<file path="src/hw/rx_cal_pkg.sv">
// Receiver offset calibration shared types
// State encodings for the sweep engine and lane sequencer, and the step pace select

package rx_cal_pkg;

  // Sweep engine states
  typedef enum logic [2:0] {
    CAL_IDLE = 3'b000,
    CAL_UP   = 3'b001,
    CAL_ROLL = 3'b010,
    CAL_DOWN = 3'b011,
    CAL_DONE = 3'b100
  } cal_state_t;

  // Lane sequencer states
  typedef enum logic [2:0] {
    SEQ_IDLE   = 3'b000,
    SEQ_RUN    = 3'b001,
    SEQ_STORE  = 3'b010,
    SEQ_NEXT   = 3'b011,
    SEQ_FINISH = 3'b100
  } seq_state_t;

  // Step pace, one step every 1, 2, 4 or 8 clocks
  typedef enum logic [1:0] {
    DIV1 = 2'b00,
    DIV2 = 2'b01,
    DIV4 = 2'b10,
    DIV8 = 2'b11
  } step_div_t;

endpackage

</file>
<file path="src/hw/cal_step_timer.sv">
// Calibration step timer
// Free-running divider that strobes step_en once per selected number of clocks

`timescale 1ns/10ps

module cal_step_timer (
  input  logic                  sys_clk,
  input  logic                  rst_n,
  input  rx_cal_pkg::step_div_t step_div,
  output logic                  step_en
);

  import rx_cal_pkg::*;

  logic [2:0] div_cnt;
  logic [2:0] div_mask;

  // Counter bits that must all be set for a strobe
  always_comb begin
    case (step_div)
      DIV1:    div_mask = 3'b000;
      DIV2:    div_mask = 3'b001;
      DIV4:    div_mask = 3'b011;
      default: div_mask = 3'b111;
    endcase
  end

  always_ff @(posedge sys_clk or negedge rst_n) begin
    if (!rst_n) begin
      div_cnt <= 3'b000;
      step_en <= 1'b0;
    end else begin
      div_cnt <= div_cnt + 1'b1;
      // Empty mask under DIV1 keeps the strobe high every cycle
      step_en <= ((div_cnt & div_mask) == div_mask);
    end
  end

endmodule

</file>
<file path="src/hw/rx_cal_sequencer.sv">
// Lane calibration sequencer
// Runs the shared engine on each lane in turn and keeps the trim codes and fail flags

`timescale 1ns/10ps

module rx_cal_sequencer #(
  parameter int NUM_LANES = 4,
  parameter int CODE_W    = 5
) (
  input  logic                        sys_clk,
  input  logic                        rst_n,
  input  logic                        start_cal,
  input  logic                        step_en,
  input  logic [NUM_LANES-1:0]        comp_out,
  output logic [NUM_LANES*CODE_W-1:0] lane_trim,
  output logic                        cal_busy,
  output logic                        cal_done,
  output logic [NUM_LANES-1:0]        cal_fail
);

  import rx_cal_pkg::*;

  localparam int IDX_W = (NUM_LANES > 1) ? $clog2(NUM_LANES) : 1;
  localparam logic [IDX_W-1:0] LAST_LANE = IDX_W'(NUM_LANES - 1);

  seq_state_t state;

  logic [IDX_W-1:0]            lane_idx;
  logic [NUM_LANES*CODE_W-1:0] trim_q;
  logic                        eng_start;
  logic                        eng_data;
  logic                        eng_done;
  logic                        eng_no_trip;
  logic [CODE_W-1:0]           eng_code;
  logic                        lane_live;

  assign lane_live = (state == SEQ_RUN) || (state == SEQ_STORE);
  assign eng_start = lane_live;
  assign eng_data  = comp_out[lane_idx];
  assign cal_busy  = lane_live || (state == SEQ_NEXT);
  assign cal_done  = (state == SEQ_FINISH);

  // Active lane sees the sweep code, others hold their stored trim
  always_comb begin
    lane_trim = trim_q;
    if (lane_live) begin
      lane_trim[lane_idx*CODE_W +: CODE_W] = eng_code;
    end
  end

  always_ff @(posedge sys_clk or negedge rst_n) begin
    if (!rst_n) begin
      state    <= SEQ_IDLE;
      lane_idx <= '0;
      trim_q   <= '0;
      cal_fail <= '0;
    end else begin
      case (state)
        SEQ_IDLE: begin
          if (start_cal) begin
            lane_idx <= '0;
            state    <= SEQ_RUN;
          end
        end
        SEQ_RUN: if (eng_done) state <= SEQ_STORE;
        SEQ_STORE: begin
          trim_q[lane_idx*CODE_W +: CODE_W] <= eng_code;
          cal_fail[lane_idx]                <= eng_no_trip;
          state                             <= SEQ_NEXT;
        end
        // Engine leaves its done state on this same step
        SEQ_NEXT: begin
          if (step_en) begin
            if (lane_idx == LAST_LANE) begin
              state <= SEQ_FINISH;
            end else begin
              lane_idx <= lane_idx + 1'b1;
              state    <= SEQ_RUN;
            end
          end
        end
        SEQ_FINISH: if (!start_cal) state <= SEQ_IDLE;
        default:    state <= SEQ_IDLE;
      endcase
    end
  end

  rx_offset_cal #(
    .CODE_W(CODE_W)
  ) u_offset_cal (
    .sys_clk       (sys_clk),
    .rst_n         (rst_n),
    .step_en       (step_en),
    .start_cal     (eng_start),
    .cal_data      (eng_data),
    .cal_done      (eng_done),
    .no_trip       (eng_no_trip),
    .offs_cal_code (eng_code)
  );

endmodule

</file>
<file path="src/hw/rx_cal_top.sv">
// Receiver offset calibration top level
// Step timer paces the lane sequencer and its shared sweep engine

`timescale 1ns/10ps

module rx_cal_top #(
  parameter int NUM_LANES = 4,
  parameter int CODE_W    = 5
) (
  input  logic                        sys_clk,
  input  logic                        rst_n,
  input  logic                        start_cal,
  input  rx_cal_pkg::step_div_t       step_div,
  input  logic [NUM_LANES-1:0]        comp_out,
  output logic [NUM_LANES*CODE_W-1:0] lane_trim,
  output logic                        cal_busy,
  output logic                        cal_done,
  output logic [NUM_LANES-1:0]        cal_fail
);

  logic step_en;

  cal_step_timer u_step_timer (
    .sys_clk  (sys_clk),
    .rst_n    (rst_n),
    .step_div (step_div),
    .step_en  (step_en)
  );

  rx_cal_sequencer #(
    .NUM_LANES (NUM_LANES),
    .CODE_W    (CODE_W)
  ) u_sequencer (
    .sys_clk   (sys_clk),
    .rst_n     (rst_n),
    .start_cal (start_cal),
    .step_en   (step_en),
    .comp_out  (comp_out),
    .lane_trim (lane_trim),
    .cal_busy  (cal_busy),
    .cal_done  (cal_done),
    .cal_fail  (cal_fail)
  );

endmodule

</file>
<file path="src/hw/rx_offset_cal.sv">
// Comparator offset calibration engine
// Sweeps the trim code up then down, finds both trip points and
// averages them so comparator hysteresis cancels

`timescale 1ns/10ps

module rx_offset_cal #(
  parameter int CODE_W = 5
) (
  input  logic              sys_clk,
  input  logic              rst_n,
  input  logic              step_en,
  input  logic              start_cal,
  input  logic              cal_data,
  output logic              cal_done,
  output logic              no_trip,
  output logic [CODE_W-1:0] offs_cal_code
);

  import rx_cal_pkg::*;

  localparam logic [CODE_W-1:0] CODE_MAX = '1;

  cal_state_t cur_state;
  cal_state_t nxt_state;

  logic [CODE_W-1:0] up_trip;
  logic [CODE_W-1:0] down_trip;
  logic              up_found;
  logic              down_found;
  logic              prev_data;
  logic [1:0]        samp_pair;
  logic [CODE_W:0]   trip_sum;

  // Previous and current comparator sample for edge detection
  assign samp_pair = {prev_data, cal_data};
  assign trip_sum  = {1'b0, up_trip} + {1'b0, down_trip};

  always_ff @(posedge sys_clk or negedge rst_n) begin
    if (!rst_n) begin
      cur_state <= CAL_IDLE;
    end else begin
      cur_state <= nxt_state;
    end
  end

  always_comb begin
    nxt_state = cur_state;
    if (step_en) begin
      case (cur_state)
        CAL_IDLE: if (start_cal) nxt_state = CAL_UP;
        CAL_UP:   if (offs_cal_code == CODE_MAX) nxt_state = CAL_ROLL;
        CAL_ROLL: nxt_state = CAL_DOWN;
        CAL_DOWN: if (offs_cal_code == '0) nxt_state = CAL_DONE;
        // Result is shown for at least one step before release
        CAL_DONE: if (!start_cal && cal_done) nxt_state = CAL_IDLE;
        default:  nxt_state = CAL_IDLE;
      endcase
    end
  end

  always_ff @(posedge sys_clk or negedge rst_n) begin
    if (!rst_n) begin
      offs_cal_code <= '0;
      up_trip       <= '0;
      down_trip     <= '0;
      up_found      <= 1'b0;
      down_found    <= 1'b0;
      prev_data     <= 1'b0;
      no_trip       <= 1'b0;
      cal_done      <= 1'b0;
    end else if (step_en) begin
      case (cur_state)
        CAL_IDLE: begin
          offs_cal_code <= '0;
          up_trip       <= CODE_MAX;
          down_trip     <= '0;
          up_found      <= 1'b0;
          down_found    <= 1'b0;
          prev_data     <= 1'b0;
          no_trip       <= 1'b0;
          cal_done      <= 1'b0;
        end
        CAL_UP: begin
          prev_data <= cal_data;
          // First low to high flip is the up trip point
          if (samp_pair == 2'b01 && !up_found) begin
            up_trip  <= offs_cal_code;
            up_found <= 1'b1;
          end
          if (offs_cal_code != CODE_MAX) begin
            offs_cal_code <= offs_cal_code + 1'b1;
          end
        end
        CAL_ROLL: begin
          offs_cal_code <= CODE_MAX;
          prev_data     <= 1'b0;
          no_trip       <= !up_found;
        end
        CAL_DOWN: begin
          prev_data <= cal_data;
          // Code above the first low sample was the last one reading high
          if (samp_pair == 2'b10 && !down_found) begin
            down_trip  <= offs_cal_code + 1'b1;
            down_found <= 1'b1;
          end
          if (offs_cal_code != '0) begin
            offs_cal_code <= offs_cal_code - 1'b1;
          end
        end
        CAL_DONE: begin
          if (!start_cal && cal_done) begin
            cal_done <= 1'b0;
          end else begin
            offs_cal_code <= trip_sum[CODE_W:1];
            cal_done      <= 1'b1;
          end
        end
        default: begin
          offs_cal_code <= '0;
          prev_data     <= 1'b0;
          cal_done      <= 1'b0;
        end
      endcase
    end
  end

endmodule

</file>
<file path="config.mk">
export PLATFORM = sky130hd
export DESIGN_NAME = rx_cal_top
export DESIGN_NICKNAME = d
export VERILOG_FILES = /design/src/hw/rx_cal_pkg.sv /design/src/hw/cal_step_timer.sv /design/src/hw/rx_cal_sequencer.sv /design/src/hw/rx_cal_top.sv /design/src/hw/rx_offset_cal.sv
export SDC_FILE = /design/constraint.sdc
export NUM_CORES = 1
export LEC_CHECK = 0
export BUFFER_PORTS_ARGS = -buffer_cell sky130_fd_sc_hd__buf_4
export CAP_MARGIN = 25
export CORE_MARGIN = 3
export CORE_UTILIZATION = 40
export DETAILED_ROUTE_END_ITERATION = 8
export PLACE_DENSITY = 0.59
export SYNTH_ARGS = -nofsm -noshare
export SYNTH_HDL_FRONTEND = slang
export SYNTH_SLANG_ARGS = --single-unit
</file>
<file path="constraint.sdc">
create_clock -name sys_clk -period 2.5 [get_ports sys_clk]
set_input_delay 0.5 -clock sys_clk [delete_from_list [all_inputs] [get_ports sys_clk]]
set_output_delay 0.5 -clock sys_clk [all_outputs]
set_load 0.1 [all_outputs]
</file>
==> results by group <==
Run status
  • Outcome: finished clean

Worst hold path
  • Worst Hold Class: in2async

STA
  • Finish-stage setup viols: 0
  • Min setup slack post-route: 0.08436 ns
  • Setup TNS: 0 ns
  • Slew headroom: between 50% and 60%
  • Slew Limit Fails: 0
  • Fmax: between 400 and 500 MHz
  • RSZ-0062 raised after global routing: yes
  • Final setup skew: between 0.015 and 0.02 ns
  • Period utilization: 96.63%
  • Least-Margin Pin Slew: 0.7110 ns
  • Min cycle time layout: 2.416 ns
  • Final Hold Vio Count: 0

Logic synthesis
  • Post-synthesis net count: between 300 and 400
  • FF+latch count, synth: 56
  • Ys flop type: dfrtp_1
  • Synthesized instance count: 349
  • Count of different cell masters after synthesis: 51
  • Mapped cell area: 3192 um2
  • Avg Cell Area, Syn: 9.146 um2
  • Sequential share of the synthesized area: 43.90%
  • Yosys Warn Count: 0
  • EDFF count, synth: 0
  • Ys async rst share: 100.0%

Layout
  • Ratio of cells with drive above 1 in the final layout: 27.96%
  • Inserted Diodes: 0
  • Leading cell type in the layout, fill and taps excluded: nand2_1
  • Most frequent cells in the layout: nand2_1, dfrtp_1, buf_4
  • Core Util, Final: 53.82%
  • Nets: between 400 and 500
  • Area Overhead vs Synth: 26.22%

Worst setup path
  • Crit Path Category: reg2out
  • Crit-path cells: inv_2, ha_4, inv_1, nand4_1, nor2_4, a22o_2, buf_12
  • Critical path peak fanout: 7
  • Arr. time, crit path: ~1.9 ns
  • Data required time of the worst path: 2.00 ns
  • Family with the most delay on the worst path: buffers and inverters
  • Slowest-stage cell, CP: dfrtp_1
  • CP Capture Type: output port
  • CP max stage delay: 0.40 ns
  • Worst Path Buf+Inv: 3
  • Startpoint types: flip-flop

Die
  • Die width: 95.33 um
  • Row count: 31
  • Starting Density: 42.64%
  • Die H: between 90 and 100 um
  • Placeable Area: roughly 7500 um2
  • I/O pin count: 35
  • Die footprint: 9088 um2

Drt
  • Aggregate routed wire length: 7808 um
  • DR WL/cell: between 15 and 20 um
  • First-pass DRT Iterations: 4
  • Antenna Nets Post-Route: 0
  • DR vias: 2710
  • Drt initial violations: between 90 and 100
  • Drt drc: 0
  • Vias per cell: 5.464

Flow run
  • Max Cap Viol: 0

Placement
  • GPL Wtd Cong: between 0.8 and 0.9
  • Buffers on Ports: 34
  • DP HPWL: about 5700 um
  • Worst slack, placed: 0.06341 ns

Global route
  • Antenna violations before repair: 0
  • Grt total ovfl: 0
  • Global-route usage over all layers: a little under a fifth
  • First-pass GRT wire length: 12820 um
  • Vias in the first global route: 2543
  • Largest net degree at the start of global routing: 57

Clock network
  • Post-CTS Hold Buffers: 0
  • CTS H-tree depth: 2
  • Worst-path clk slew: 0.12 ns
  • CTS Buf Count: 5
  • CTS Sinks: 56
  • CTS Buffer Depth: 2
  • Root Driver: clkbuf_8
  • Insertion delay to the later sink of the worst-skew pair: 0.32 ns
  • CTS tree: done

Power
  • Power per cell area: 1161 nW/um2
  • Leak: roughly 0.0018 uW
  • Peak supply drop: 0.5021 mV
-- where the power goes --
| group | total, uW | internal [uW] | leakage (uW) | switching [uW] |
|---|---|---|---|---|
| Clock | 526 | 205 | 0.0000423 | 321 |
| Sequential | 1350 | 1110 | 0.000740 | 242 |
| Combinational | 2810 | 1070 | 0.00100 | 1730 |
| Total | 4680 | 2390 | 0.00178 | 2290 |
-- flip-flops by register name (all words and copies together), names as in the netlist, 3 cells and up --
register	flops
u_sequencer.cal_fail	4
u_sequencer.state	3
u_sequencer.trim_q	20
u_sequencer.u_offset_cal.cur_state	3
u_sequencer.u_offset_cal.down_trip	5
u_sequencer.u_offset_cal.offs_cal_code	5
u_sequencer.u_offset_cal.up_trip	5
u_step_timer.div_cnt	3
-- Yosys cell counts (all sizes together), types with 4 or more instances --
cell | number | area (um2)
nor2 | 23 | 86.33
clkbuf | 12 | 45.04
nor2b | 9 | 56.30
nor3 | 6 | 30.03
a21oi | 19 | 95.09
mux2 | 6 | 71.31
buf | 4 | 25.02
nor3b | 4 | 35.03
ha | 15 | 187.7
o21ai | 40 | 200.2
xnor2 | 5 | 43.79
a22o | 20 | 175.2
nand3 | 5 | 25.02
nand4 | 4 | 25.02
mux2i | 5 | 50.05
dfrtp | 56 | 1401
inv | 9 | 33.78
o22ai | 4 | 25.02
nand2 | 66 | 247.7
-- final cells by class --
class,instances,area (um2)
Clock buffer,5,68.82
Clock inverter,3,26.28
Fill cell,678,3457
Inverter,9,33.78
Multi-Input combinational cell,268,1839
Sequential cell,56,1401
Tap cell,99,123.9
Timing Repair Buffer,56,535.5
-- logic make-up after synthesis --
| kind of cell | Yosys count | synth area share [%] |
|---|---|---|
| simple gates | 131 | 19.64 |
| compound gates | 101 | 19.99 |
| flops | 56 | 43.90 |
| buf+inv | 25 | 3.253 |
| fa+ha+maj | 16 | 6.507 |
| mux | 12 | 4.508 |
| xor+xnor | 8 | 2.195 |
-- what timing repair did --
| action | in CTS | in global routing |
|---|---|---|
| buffers inserted | 1 | 2 |
| pin swaps | 0 | 2 |
| setup endpoints to repair | 18 | 16 |
| resized for setup | 20 | 20 |
-- worst paths after layout --
| check | startpoint | to | slack [ns] | cells after the start |
|---|---|---|---|---|
| setup / recovery | u_sequencer.lane_idx[0] | lane_trim[1] | 0.08 | 7 |
| hold / removal | rst_n | u_sequencer.trim_q[17] | 0.23 | 1 |
| setup reg to reg | u_sequencer.u_offset_cal.offs_cal_code[1] | u_sequencer.u_offset_cal.cur_state[0] | 0.29 | 6 |
| hold reg to reg | u_step_timer.div_cnt[0] | u_step_timer.div_cnt[0] | 0.46 | 1 |
| max in group asynchronous | rst_n | u_sequencer.u_offset_cal.offs_cal_code[0] | 1.80 | 1 |
| min in group sys_clk | step_div[1] | u_step_timer.step_en | 0.36 | 2 |
-- routing by layer --
metal	GRT usage, %	part of all wire [%]	vias up
li1	-	-	1342
met1	25.54	47	1301
met2	29.21	49	61
met3	2.999	3.6	6
met4	4.688	1.0	0
met5	0	0	-
-- metrics by stage --
stage	power (uW)	cell area (um2)	cells	hold slack (ns)
floorplan	3221	3313	349	0.2044
global placement	3865	3765	485	0.4473
detailed placement	3889	3765	485	0.4497
CTS	4517	3934	494	0.2456
global route	5007	4029	496	0.2768
finish	4679	4029	496	0.2300
Note: power is estimated with default switching activity, not from simulation.
